==> src/hw/avr_pkg.sv <==
`default_nettype none

package avr_pkg;

	localparam int DATA_W     = 8;
	localparam int INSN_W     = 16;
	localparam int REG_ADDR_W = 5;
	localparam int IO_ADDR_W  = 6;

	typedef logic [DATA_W-1:0]     data_t;
	typedef logic [INSN_W-1:0]     insn_t;
	typedef logic [REG_ADDR_W-1:0] reg_addr_t;
	typedef logic [IO_ADDR_W-1:0]  io_addr_t;
	typedef logic [7:0]            sreg_t;

	// Flag positions in SREG
	localparam int SREG_C = 0;
	localparam int SREG_Z = 1;
	localparam int SREG_N = 2;
	localparam int SREG_V = 3;
	localparam int SREG_S = 4;
	localparam int SREG_H = 5;
	localparam int SREG_T = 6;
	localparam int SREG_I = 7;

	localparam io_addr_t SREG_IO_ADDR = 6'h3F;

	typedef enum logic [4:0] {
		OP_NOP,
		OP_ADD,
		OP_ADC,
		OP_SUB,
		OP_SUBI,
		OP_CP,
		OP_AND,
		OP_ANDI,
		OP_OR,
		OP_EOR,
		OP_INC,
		OP_DEC,
		OP_LSR,
		OP_ROR,
		OP_SWAP,
		OP_MOV,
		OP_LDI,
		OP_BSET,
		OP_BCLR,
		OP_RJMP,
		OP_BRBS,
		OP_BRBC,
		OP_OUT
	} opcode_e;

	// Machine cycle
	typedef enum logic {
		PH_FETCH,
		PH_EXEC
	} phase_e;

endpackage

`default_nettype wire

==> src/hw/alu.sv <==
`timescale 1ns/1ps
`default_nettype none

module alu
(
	input  avr_pkg::opcode_e i_op,
	input  avr_pkg::data_t   i_a,
	input  avr_pkg::data_t   i_b,
	input  avr_pkg::data_t   i_imm,
	input  logic [2:0]       i_bit,
	input  avr_pkg::sreg_t   i_sreg,
	output avr_pkg::data_t   o_result,
	output logic             o_wb,
	output avr_pkg::sreg_t   o_sreg_next
);
	import avr_pkg::*;

	localparam int MSB = DATA_W - 1;

	data_t opb;
	data_t res;
	sreg_t sn;
	logic  cin;
	logic  wb;
	logic  upd_nzs;

	// Carry or borrow out of a bit position
	function automatic logic add_carry(input logic a, input logic b, input logic r);
		return (a & b) | (b & ~r) | (~r & a);
	endfunction

	function automatic logic sub_borrow(input logic a, input logic b, input logic r);
		return (~a & b) | (b & r) | (r & ~a);
	endfunction

	function automatic logic add_ovf(input logic a, input logic b, input logic r);
		return (a & b & ~r) | (~a & ~b & r);
	endfunction

	function automatic logic sub_ovf(input logic a, input logic b, input logic r);
		return (a & ~b & ~r) | (~a & b & r);
	endfunction

	assign opb = ((i_op == OP_SUBI) || (i_op == OP_ANDI) || (i_op == OP_LDI)) ? i_imm : i_b;
	assign cin = (i_op == OP_ADC) ? i_sreg[SREG_C] : 1'b0;

	always_comb
	begin
		res     = i_a;
		sn      = i_sreg; // Untouched flags pass through
		wb      = 1'b1;
		upd_nzs = 1'b1;
		case (i_op)
			OP_ADD, OP_ADC:
			begin
				res        = i_a + opb + cin;
				sn[SREG_H] = add_carry(i_a[3], opb[3], res[3]);
				sn[SREG_C] = add_carry(i_a[MSB], opb[MSB], res[MSB]);
				sn[SREG_V] = add_ovf(i_a[MSB], opb[MSB], res[MSB]);
			end
			OP_SUB, OP_SUBI, OP_CP:
			begin
				res        = i_a - opb;
				sn[SREG_H] = sub_borrow(i_a[3], opb[3], res[3]);
				sn[SREG_C] = sub_borrow(i_a[MSB], opb[MSB], res[MSB]);
				sn[SREG_V] = sub_ovf(i_a[MSB], opb[MSB], res[MSB]);
				wb         = (i_op != OP_CP); // Compare only
			end
			OP_AND, OP_ANDI, OP_OR, OP_EOR:
			begin
				if (i_op == OP_OR)
					res = i_a | opb;
				else if (i_op == OP_EOR)
					res = i_a ^ opb;
				else
					res = i_a & opb;
				sn[SREG_V] = 1'b0;
			end
			OP_INC:
			begin
				res        = i_a + 1'b1;
				sn[SREG_V] = (res == 8'h80);
			end
			OP_DEC:
			begin
				res        = i_a - 1'b1;
				sn[SREG_V] = (res == 8'h7F);
			end
			OP_LSR, OP_ROR:
			begin
				res        = {(i_op == OP_ROR) & i_sreg[SREG_C], i_a[MSB:1]};
				sn[SREG_C] = i_a[0];
				sn[SREG_V] = res[MSB] ^ i_a[0]; // N xor C
			end
			OP_SWAP:
			begin
				res     = {i_a[3:0], i_a[MSB:4]};
				upd_nzs = 1'b0;
			end
			OP_MOV, OP_LDI:
			begin
				res     = opb;
				upd_nzs = 1'b0;
			end
			OP_BSET, OP_BCLR:
			begin
				sn[i_bit] = (i_op == OP_BSET);
				wb        = 1'b0;
				upd_nzs   = 1'b0;
			end
			default:
			begin
				wb      = 1'b0;
				upd_nzs = 1'b0;
			end
		endcase

		if (upd_nzs)
		begin
			sn[SREG_N] = res[MSB];
			sn[SREG_Z] = (res == '0);
			sn[SREG_S] = res[MSB] ^ sn[SREG_V];
		end
	end

	assign o_result    = res;
	assign o_wb        = wb;
	assign o_sreg_next = sn;

endmodule

`default_nettype wire

==> config.mk <==
export PLATFORM = sky130hd
export DESIGN_NAME = alu
export DESIGN_NICKNAME = d
export VERILOG_FILES = /design/src/hw/avr_pkg.sv /design/src/hw/alu.sv
export SDC_FILE = /design/constraint.sdc
export NUM_CORES = 1
export LEC_CHECK = 0
export ABC_AREA = 1
export BUFFER_PORTS_ARGS = -buffer_cell sky130_fd_sc_hd__buf_2
export CORE_MARGIN = 2
export CORE_UTILIZATION = 29
export DETAILED_ROUTE_END_ITERATION = 8
export PLACE_DENSITY = 0.57
export SLEW_MARGIN = 10
export SYNTH_ARGS = -nofsm -noshare
export SYNTH_HDL_FRONTEND = slang
export SYNTH_SLANG_ARGS = --single-unit
==> constraint.sdc <==
create_clock -name vclk -period 5.25
set_input_delay 1.05 -clock vclk [all_inputs]
set_output_delay 1.05 -clock vclk [all_outputs]
set_load 0.05 [all_outputs]
# After elaboration in Yosys (flattened, before gate mapping)
# Index checks and enable logic that the tools add are counted.
[word_totals] out_inout_bits=17 regBits=0
[classes] order_cmp=2 n_addsub=5 mux=18 bitwise=40 reduce_logical=12 eq_ne=21
[ops] op="$pmux 8 s8" count=1
[ops] op="$eq 5x4->1 const B" count=8
[ops] op="$reduce_or 13->1" count=2
[ops] op="$mux 8" count=3
[ops] op="$eq 5x3->1 const B" count=4
[ops] op="$and 1x1->1" count=19
[ops] op="$eq 5x5->1 const B" count=3
[ops] op="$eq 5x2->1 const B" count=2
[ops] op="$or 1x1->1" count=10
[ops] op="$add 8x1->8" count=1
[ops] op="$add 8x1->8 const B" count=1
[ops] op="$add 8x8->8" count=1
[ops] op="$and 8x8->8" count=1
[ops] op="$bwmux 8" count=1
[ops] op="$eq 8x7->1 const B" count=1
[ops] op="$eq 8x8->1 const B" count=1
[ops] op="$logic_not 8->1" count=1
[ops] op="$or 8x8->8" count=1
[ops] op="$reduce_or 2->1" count=4
[ops] op="$sub 8x1->8 const B" count=1
[ops] op="$sub 8x8->8" count=1
[ops] op="$xor 8x8->8" count=1
[ops] op="$pmux 1 s7" count=1
[ops] op="$mux 2" count=3
[ops] op="other kinds (15)" count=26

# Logic depth before layout (Yosys ltp)
# Gate-level depths: netlist of the first run.
[logic_depth] word_depth=12 depth_mapped=26 depth_no_buf=25

# Worst setup path before layout of the first run
# OpenSTA, ideal clock, no wires.
[synth_path] path_type="input port to output port" startpoint="in i_op[0]" endpoint="out o_sreg_next[4]" stages=23 path_buffers=0 arrival_time_ns=5.075 required_ns=4.200 path_slack_ns=-0.875 path_cell_list="inv_1 > nand2_1 > nand2_1 > o21ai_2 > nand2_1 > nand2_1 > inv_1 > ha_1 > inv_1 > nor2_1 > nand3_1 > nand3_1 > nand2_1 > nand2_1 > a21oi_1 > fa_1 > mux2_2 > nand2_1 > nand2_1 > nor3_1 > nand4_1 > nand2_1 > nand3_1"
[synth_between] elab_chain_len=12
[synth_lines] item="from (decl)" line_no="alu.sv:6" source="input avr_pkg::opcode_e i_op,"
[synth_lines] item="$eq 5x3->1" line_no="alu.sv:44, alu.sv:53"
[synth_lines] item="$logic_or 1x1->1 (2 in series)" line_no="alu.sv:44" source="assign opb = ((i_op == OP_SUBI) || (i_op == OP_ANDI) || (i_op == OP_LDI)) ? i_imm : i_b;"
[synth_lines] item="$mux 8" line_no="alu.sv:44"
[synth_lines] item="$add 8x8->8" line_no="alu.sv:56" source="res = i_a + opb + cin;"
[synth_lines] item="$add 8x1->8" line_no="alu.sv:56"
[synth_lines] item="$not 1->1" line_no="alu.sv:37" source="return (a & b & ~r) | (~a & ~b & r);"
[synth_lines] item="$and 1x1->1" line_no="alu.sv:37"
[synth_lines] item="$or 1x1->1" line_no="alu.sv:37"
[synth_lines] item="$pmux 1 s7 (*)" line_no="alu.sv:53" source="case (i_op)"
[synth_lines] item="net o_sreg_next[3]" line_no="alu.sv:14" source="output avr_pkg::sreg_t o_sreg_next"
[synth_lines] item="$xor 1x1->1 (*)" line_no="alu.sv:122" source="sn[SREG_S] = res[MSB] ^ sn[SREG_V];"
[synth_lines] item="$mux 1 (*)" line_no="alu.sv:118" source="if (upd_nzs)"
[synth_lines] item="to (decl)" line_no="alu.sv:14"
# Mark *: on every way through the listed nets, which the timed path passes. The rest lies on a longest branch.

# Final worst setup path of the first run
[layout_path] startpoint="in i_op[1]" endpoint="out o_sreg_next[4]"
[layout_between] elab_chain_len=12
[layout_lines] item="$eq 5x3->1" line_no="alu.sv:44, alu.sv:53"
[layout_lines] item="$logic_or 1x1->1 (2 in series)" line_no="alu.sv:44"
[layout_lines] item="$mux 8" line_no="alu.sv:44"
[layout_lines] item="$add 8x8->8" line_no="alu.sv:56"
[layout_lines] item="$add 8x1->8" line_no="alu.sv:56"
[layout_lines] item="$not 1->1" line_no="alu.sv:37"
[layout_lines] item="$and 1x1->1" line_no="alu.sv:37"
[layout_lines] item="$or 1x1->1" line_no="alu.sv:37"
[layout_lines] item="$pmux 1 s7" line_no="alu.sv:53"
[layout_lines] item="$xor 1x1->1" line_no="alu.sv:122"
[layout_lines] item="$mux 1 (*)" line_no="alu.sv:118"
# Every way passes the cells marked *; elsewhere a longest branch is shown, timed or not.

==> flow_summary_export.csv, run 1 <==
group,metric,value,unit
outcome,outcome,"finished with violations",
outcome,violations,"negative setup slack",
cells_and_area,nFillCells,1014,
sta,rsz0062_at_grt,"true",
critical_path,cp.arrival,4.32,ns
yosys,synth.distinct_cells,38,
critical_path,worstSetupStartpointType,"input pin",
power,p_switching,0.000299,W
power,finalPower,0.000505,W
cells_and_area,post-route-util,45.4,%
sta,final-hold-violation-count,0,
global_route,grt_pass1_wl,18200,µm
routing,first_pass_iters,5,
run,cap_violations,0,
power,irDropWorstVdd,0.0875,mV
routing,wl,11300,µm
sta,slew_headroom,65.0,%
sta,holdWs,2.53,ns
routing,drtIter0Drc,232,
sta,finalSetupViolCount,2,
global_route,grt_start_max_net_pins,15,
floorplan,dieHeight,103,µm
floorplan,die_w,103,µm
placement,gp_congestion,0.980,
power,powerDensity,115,nW/µm²
sta,post-route-min-period,5.37,ns
sta,fin_crit_sh,102,%
cells_and_area,regArea,0,µm²
critical_path,end_kind,"primary output",
cells_and_area,drive_gt1_share,32.6,%
routing,wl_per_cell,13.7,µm
cells_and_area,antennaDiodeCount,0,
yosys,synth_nets,628,
power,power_switching_share,59.2,%
sta,max_freq,0.186,GHz
floorplan,die_area,10700,µm²
floorplan,coreArea,9680,µm²
routing,drcViolationCount,0,
global_route,grt-ovfl-total,0,
cells_and_area,clkbuf_count,0,
power,power_frac_comb,100.0,%
routing,antenna_left,0,
yosys,syn_avg_cell_area,5.24,µm²
power,leakagePower,2.49,nW
yosys,synthesis.area,2870,µm²
power,sequentialPowerShare,0,%
sta,worst_pin_slew,0.524,ns
critical_path,crit_type,"in2out",
yosys,synthCells,547,
critical_path,crit_fanout,8,
floorplan,ios,57,
global_route,grtUsageTotal,21.4,%
cells_and_area,design.seq.count,0,
power,intPower,0.000206,W
placement,place_hpwl,9220,µm
cells_and_area,nets,777,
routing,vias,4036,
min_path,hold_path_class,"in2out",
sta,setup_slack,-0.118,ns
cells_and_area,final_cells,827,
floorplan,rows,36,
global_route,grt_pass1_vias,3814,
critical_path,worstPathRequired,4.20,ns
cells_and_area,syn_to_final_growth,53.2,%
sta,report.final.slew_viol_count,0,
power,clkPwrFrac,0,%
placement,placement.io_buffers,57,
yosys,yosysSeqAreaShare,0,%
global_route,antenna_found_initial,0,
floorplan,initial_core_util,29.6,%
placement,dp.cells,808,
yosys,ys_warn_count,0,
routing,vias_per_cell,4.88,
## cell usage in the layout (no fill, tap or decap), types with 2 or more instances in the layout
master,count
nand2_1,157
buf_4,103
inv_1,80
nand3_1,74
nor2_1,46
buf_2,46
ha_1,28
nand4_1,18
nand2_2,14
o21ai_0,10
nor3_1,9
xor2_1,9
a21oi_1,9
inv_2,6
nand3_2,6
fa_1,6
inv_4,5
nand2_4,5
nor2_4,5
nand3b_1,5
ha_4,5
buf_6,5
a21oi_2,4
nor2_2,4
nand3_4,3
buf_8,3
nor3b_1,2
o21bai_1,2
or2_2,2
a22o_1,2
nor4_1,2
buf_12,2
## power groups by stage
stage | logic, W | registers (W) | clock network [W]
floorplan | 0.000280 | 0 | 0
global placement | 0.000448 | 0 | 0
detailed placement | 0.000451 | 0 | 0
CTS | 0.000480 | 0 | 0
global route | 0.000555 | 0 | 0
finish | 0.000505 | 0 | 0
## area by class of cell
class	instances	area, µm²	area share (%)
Inverter	92	358	8.14
Tap cell	133	166	3.78
Multi-Input combinational cell	443	2730	62.0
Timing Repair Buffer	159	1140	26.0
## per-layer routing
layer  vias up  GRT usage, %  routed length [µm]
met5         -             0                   0
met4         0          6.68                 378
met3        29         0.470                 626
met2       150          37.9                5360
met1      1813          28.4                4950
li1       2044             -                   -
## Yosys cell counts
master     number  area (µm²)
nand2_1       174         653
inv_1          90         338
nand3_1        82         410
nor2_1         51         191
ha_1           34         425
nand4_1        18         113
a21oi_1        13        65.1
o21ai_0        11        55.1
nor3_1         10        50.1
xor2_1          9        78.8
clkbuf_1        7        26.3
fa_1            7         140
nand3b_1        5        37.5
buf_2           3        15.0
nor2_2          3        18.8
a22o_1          2        17.5
buf_6           2        22.5
nand2_2         2        12.5
nor3b_1         2        15.0
nor4_1          2        12.5
o21bai_1        2        15.0
or2_2           2        12.5
a21boi_0        1        7.51
a22o_2          1        10.0
a22oi_1         1        7.51
and2_1          1        6.26
clkinv_1        1        3.75
inv_2           1        3.75
mux2_2          1        11.3
nand2b_1        1        6.26
nand3_2         1        10.0
nor2_4          1        11.3
nor4_2          1        12.5
nor4_4          1        21.3
o2111ai_1       1        8.76
o211ai_1        1        7.51
o21ai_2         1        8.76
o31ai_1         1        7.51
## stage by stage
stage	area, µm²	worst slack, ns	setup TNS (ns)
after global placement	3990	-0.353	-0.904
final	4400	-0.118	-0.122
after floorplan	2990	-0.429	-0.429
after global routing	4400	-0.354	-1.15
after CTS	4250	-0.0912	-0.0956
after detailed placement	3990	-0.440	-1.32
## worst max-delay path: stages
cell,delay [ns]
buf_12,0.11
nor2_4,0.13
nand3_4,0.15
o21ai_4,0.17
buf_4,0.17
buf_4,0.11
nand2_1,0.06
nand2_1,0.14
ha_1,0.27
inv_1,0.10
nand2_2,0.07
nand2_2,0.07
a21oi_2,0.06
fa_1,0.54
mux2_4,0.31
nand2_2,0.07
nand2_2,0.07
nor3_4,0.12
nand3_1,0.09
nand3b_1,0.20
nand3_4,0.11
buf_8,0.14
## repair_timing
item | 4_1_cts | 5_1_grt
pin swaps | 26 | 26
setup endpoints to repair | 5 | 6
buffers inserted | 13 | 6
hold buffers | 0 | 0
gates resized for setup | 41 | 33
## path summary, 6_finish.rpt
kind / startpoint / to / slack, ns / cells after the start
setup / recovery: i_op[1] / o_sreg_next[4] / -0.12 / 22
hold / removal: i_sreg[7] / o_sreg_next[7] / 2.53 / 3
## kinds of logic (layout without fill, tap and decap cells)
family	Yosys count	count (layout)	share of synthesized area, %
AOI/OAI and AO/OA	35	35	7.33
xor gates and xnor gates	9	9	2.75
adders and majority gates	41	41	19.7
buffers and inverters	104	251	14.3
muxes	1	1	0.392
and+or+nand+nor	357	357	55.6
Power figures use the tool's default switching activity.
==> run 2: changes to the inputs <==
--- a/config.mk
+++ b/config.mk
@@ -7,10 +7,12 @@
 export LEC_CHECK = 0
 export ABC_AREA = 1
 export BUFFER_PORTS_ARGS = -buffer_cell sky130_fd_sc_hd__buf_2
+export CELL_PAD_IN_SITES_DETAIL_PLACEMENT = 1
+export CELL_PAD_IN_SITES_GLOBAL_PLACEMENT = 2
 export CORE_MARGIN = 2
-export CORE_UTILIZATION = 29
+export CORE_UTILIZATION = 26
 export DETAILED_ROUTE_END_ITERATION = 8
-export PLACE_DENSITY = 0.57
+export PLACE_DENSITY = 0.89
 export SLEW_MARGIN = 10
 export SYNTH_ARGS = -nofsm -noshare
 export SYNTH_HDL_FRONTEND = slang
==> run 2 against run 1 <==
Against the previous run: the flow still finishes with violations (negative setup slack); sequential share of layout area stayed put; total power increased by 6.6%; flip-flop and latch count unchanged; die area is 11% higher; via count grew 1.5%; non-clock buffer count decreased by 9; maximum frequency decreased by 0.67%; design area rose by 0.28%; critical path type unchanged.
==> flow_summary_export.csv, run 2 (same netlist as run 1, synthesis figures left out) <==
group,metric,value,unit
routing,drtIter0Drc,186,
clocking,holdBufCountCts,0,
power,intPower,0.000214,W
power,finalPower,0.000538,W
routing,vias,4097,
global_route,grt_pass1_wl,21200,µm
sta,max_freq,0.185,GHz
power,irDropWorstVdd,0.0796,mV
sta,worst_pin_slew,0.741,ns
floorplan,coreArea,10800,µm²
critical_path,end_kind,"primary output",
placement,placement.io_buffers,57,
cells_and_area,regArea,0,µm²
global_route,grt_start_max_net_pins,15,
critical_path,slowest_delay,0.55,ns
power,leakagePower,2.47,nW
critical_path,worstPathRequired,4.20,ns
cells_and_area,drive_gt1_share,34.5,%
routing,wl,13600,µm
floorplan,ios,57,
placement,placed_area,3960,µm²
sta,report.final.slew_viol_count,0,
placement,gp_congestion,0.867,
floorplan,dieHeight,109,µm
critical_path,cp.arrival,4.35,ns
critical_path,cp_num_buf_inv,5,
sta,finalSetupViolCount,3,
routing,antenna_left,0,
placement,place_hpwl,11100,µm
sta,rsz0062_at_grt,"true",
critical_path,crit_top_cell,"nand2_2",
floorplan,rows,38,
min_path,hold_path_class,"in2out",
cells_and_area,stdcell_area,4410,µm²
power,sequentialPowerShare,0,%
min_path,min_to,"o_sreg_next[2]",
sta,fin_crit_sh,103,%
power,power_switching_share,60.2,%
floorplan,die_area,11900,µm²
global_route,grtUsageTotal,22.5,%
power,powerDensity,122,nW/µm²
critical_path,crit_fanout,8,
min_path,hp-start,"i_sreg[2]",
routing,first_pass_iters,4,
critical_path,path_delay_family,"simple AND/OR/NAND/NOR gates",
critical_path,crit_path_top_delay_cell,"fa_1",
run,cap_violations,0,
cells_and_area,clkbuf_count,0,
global_route,grt-ovfl-total,0,
cells_and_area,design.seq.count,0,
cells_and_area,layout_commonest_cell,"nand2_1",
critical_path,crit_type,"in2out",
global_route,grt_pass1_vias,4278,
floorplan,die_w,109,µm
routing,vias_per_cell,4.97,
sta,final-hold-violation-count,0,
power,clkPwrFrac,0,%
cells_and_area,antennaDiodeCount,0,
sta,slew_headroom,50.4,%
outcome,violations,"negative setup slack",
power,p_switching,0.000324,W
global_route,antenna_found_initial,0,
min_path,hold_depth,4,
power,power_frac_comb,100.0,%
cells_and_area,layout_common_cells,"151 x nand2_1, 89 x buf_4, 79 x inv_1",
critical_path,worstSetupStartpointType,"input pin",
cells_and_area,nets,768,
routing,drcViolationCount,0,
cells_and_area,syn_to_final_growth,53.7,%
floorplan,initial_core_util,26.6,%
sta,setup_slack,-0.154,ns
routing,wl_per_cell,16.4,µm
outcome,outcome,"finished with violations",
sta,post-route-min-period,5.40,ns
## run 2: timing repair
item | in CTS | in global routing
cloned | 0 | 0
endpoints found under the setup margin | 5 | 5
setup buffers | 10 | 5
pin swaps | 22 | 32
resized for setup | 43 | 51
## run 2: metrics by stage
stage	worst slack [ns]	utilization (%)	setup TNS (ns)	std cells	hold WS, ns
detailed placement	-0.454	36.7	-1.56	811	2.54
global route	-0.330	40.9	-0.925	825	2.55
finish	-0.154	40.9	-0.294	825	2.52
floorplan	-0.429	-	-0.429	547	2.45
global placement	-0.331	36.7	-0.863	811	2.54
CTS	-0.164	38.9	-0.369	821	2.54
## run 2: per-layer routing
layer,track usage [%],vias up,wire length (µm)
li1,-,2027,-
met1,28.5,1985,6000
met2,42.5,69,6880
met3,0.359,16,410
met4,4.49,0,259
met5,0,-,0
## run 2: final cells by class
class | count | area (µm²)
fill | 1491 | 6380
multi-input combinational | 443 | 2790
timing repair buffer | 150 | 1090
inverter | 92 | 355
tap | 140 | 175
## run 2: worst max-delay path by stage
| stage | cells past startpoint | start | end |
|---|---|---|---|
| 3_3_place_gp | 22 | i_op[0] | o_sreg_next[4] |
| 2_1_floorplan | 23 | i_op[3] | o_sreg_next[4] |
| 6_report | 25 | i_op[2] | o_sreg_next[4] |
| 3_5_place_dp | 26 | i_op[1] | o_sreg_next[4] |
| 4_1_cts | 24 | i_op[1] | o_sreg_next[4] |
| 5_1_grt | 26 | i_op[1] | o_sreg_next[4] |
## run 2: tightest hold or removal path, stage by stage
cell and delay [ns]:
buf_2 0.08, a21oi_1 0.06, o21ai_2 0.12, buf_6 0.15
## run 2: power by group through the flow
stage	Sequential (W)	Combinational (W)	Clock (W)
floorplan	0	0.000280	0
global placement	0	0.000452	0
detailed placement	0	0.000466	0
CTS	0	0.000502	0
global route	0	0.000585	0
finish	0	0.000538	0
==> run 3: changes to the inputs <==
--- a/config.mk
+++ b/config.mk
@@ -6,13 +6,13 @@
 export NUM_CORES = 1
 export LEC_CHECK = 0
 export ABC_AREA = 1
-export BUFFER_PORTS_ARGS = -buffer_cell sky130_fd_sc_hd__buf_2
 export CELL_PAD_IN_SITES_DETAIL_PLACEMENT = 1
 export CELL_PAD_IN_SITES_GLOBAL_PLACEMENT = 2
 export CORE_MARGIN = 2
-export CORE_UTILIZATION = 26
+export CORE_UTILIZATION = 29
 export DETAILED_ROUTE_END_ITERATION = 8
-export PLACE_DENSITY = 0.89
+export DONT_BUFFER_PORTS = 1
+export PLACE_DENSITY = 0.86
 export SLEW_MARGIN = 10
 export SYNTH_ARGS = -nofsm -noshare
 export SYNTH_HDL_FRONTEND = slang
==> run 3 against run 2 <==
Against the previous run: largest cell class unchanged; largest power group unchanged; combinational power decreased by 20%; worst setup slack improved by 0.16 ns; non-clock buffer count decreased by 92; sequential share of layout area unchanged; final cell count decreased by 12%; wire length decreased by 12%; critical endpoint unchanged; maximum frequency increased by 3.1%; core utilization decreased by 2.7 points; the run now ends clean; count of clock-buffer cells in the layout unchanged; highest routed layer unchanged.
==> flow_summary_export.csv, run 3 (same netlist as run 1, synthesis figures left out) <==
group,metric,value,unit
global_route,grt_pass1_wl,18800,µm
power,powerDensity,117,nW/µm²
global_route,grt_start_max_net_pins,15,
cells_and_area,final_cells,726,
floorplan,ios,57,
cells_and_area,layout_commonest_cell,"nand2_1",
placement,placed_area,3480,µm²
critical_path,crit_fanout,8,
sta,worst_pin_slew,0.843,ns
cells_and_area,nets,676,
cells_and_area,post-route-util,38.1,%
routing,vias,3692,
global_route,grtUsageTotal,22.2,%
routing,first_pass_iters,6,
cells_and_area,drive_gt1_share,21.2,%
floorplan,initial_core_util,29.6,%
cells_and_area,regArea,0,µm²
cells_and_area,clkbuf_count,0,
routing,wl_per_cell,16.5,µm
sta,rsz0062_at_grt,"true",
critical_path,worstSetupStartpointType,"input pin",
critical_path,crit_type,"in2out",
routing,drcViolationCount,0,
power,irDropWorstVdd,0.0723,mV
routing,vias_per_cell,5.09,
cells_and_area,nFillCells,1335,
sta,slew_headroom,43.6,%
placement,gp_congestion,0.958,
sta,fin_crit_sh,99.9,%
critical_path,cp.arrival,4.19,ns
run,cap_violations,0,
min_path,hold_path_class,"in2out",
floorplan,coreArea,9680,µm²
cells_and_area,syn_to_final_growth,28.7,%
sta,post-route-min-period,5.24,ns
cells_and_area,antennaDiodeCount,0,
sta,final-hold-violation-count,0,
placement,pre_cts_slack,-0.169,ns
power,finalPower,0.000431,W
cells_and_area,design.seq.count,0,
cells_and_area,layout_common_cells,"155 x nand2_1, 81 x inv_1, 75 x nand3_1",
floorplan,rows,36,
outcome,outcome,"finished clean",
critical_path,end_kind,"primary output",
sta,setup_slack,0.00651,ns
routing,antenna_left,0,
sta,finalSetupViolCount,0,
sta,max_freq,0.191,GHz
routing,drtIter0Drc,172,
critical_path,worstPathRequired,4.20,ns
power,leakagePower,2.04,nW
global_route,antenna_found_initial,0,
floorplan,die_area,10700,µm²
sta,report.final.slew_viol_count,0,
floorplan,dieHeight,103,µm
floorplan,die_w,103,µm
placement,placement.io_buffers,0,
routing,wl,12000,µm
placement,place_hpwl,9830,µm
global_route,grt-ovfl-total,0,
global_route,grt_pass1_vias,3729,
placement,dp.cells,720,
cells_and_area,stdcell_area,3690,µm²
## run 3: cell count changes in the layout (fill, tap and decap cells not counted), sizes merged
| cell | delta |
|---|---|
| buf | -92 |
## run 3: what timing repair did
| item | in CTS | in global routing |
|---|---|---|
| hold endpoints to repair | 0 | 0 |
| gates resized for setup | 23 | 21 |
| hold buffers | 0 | 0 |
| pin swaps | 13 | 22 |
| setup endpoints to repair | 4 | 5 |
| buffers inserted | 3 | 3 |
## run 3: worst max-delay path: stages
cell      delay [ns]
inv_2           0.03
nand2_4         0.06
nand2_4         0.06
o21ai_4         0.28
nand2_2         0.12
nand2_4         0.10
inv_4           0.04
ha_4            0.28
inv_4           0.04
nor2_4          0.12
nand3_2         0.10
nand3_2         0.08
nand2_2         0.06
nand2_2         0.08
a21oi_4         0.06
fa_1            0.58
mux2_4          0.31
nand2_2         0.08
nand2_2         0.06
nor3_4          0.12
nand3_1         0.08
nand3b_1        0.21
nand3_4         0.18
## run 3: worst paths after layout
| check | startpoint | end | slack (ns) | cells after the start |
|---|---|---|---|---|
| setup / recovery | i_op[0] | o_sreg_next[4] | 0.007 | 23 |
| hold / removal | i_sreg[0] | o_sreg_next[0] | 2.42 | 3 |
## run 3: final cells by class
type | count | area [µm²] | area share (%)
Inverter | 92 | 355 | 9.62
Multi-Input combinational cell | 443 | 2720 | 73.7
Tap cell | 133 | 166 | 4.51
Timing Repair Buffer | 58 | 448 | 12.1
## run 3: layer usage
layer | vias to the layer above | share of wire [%] | track usage (%)
li1 | 1836 | - | -
met2 | 72 | 49 | 39.8
met5 | - | 0 | 0
met4 | 0 | 1.1 | 2.43
met3 | 10 | 5.0 | 0.806
met1 | 1774 | 45 | 30.6
## run 3: power by group
group / internal, W / total (W) / switching [W]
sequential: 0 / 0 / 0
combinational: 0.000154 / 0.000431 / 0.000277
clock: 0 / 0 / 0
## run 3: through the flow
step	TNS, ns	hold WS [ns]
6_report	0	2.42
3_3_place_gp	-0.107	2.42
3_5_place_dp	-0.361	2.42
2_1_floorplan	-0.429	2.45
5_1_grt	-0.611	2.43
4_1_cts	0	2.42
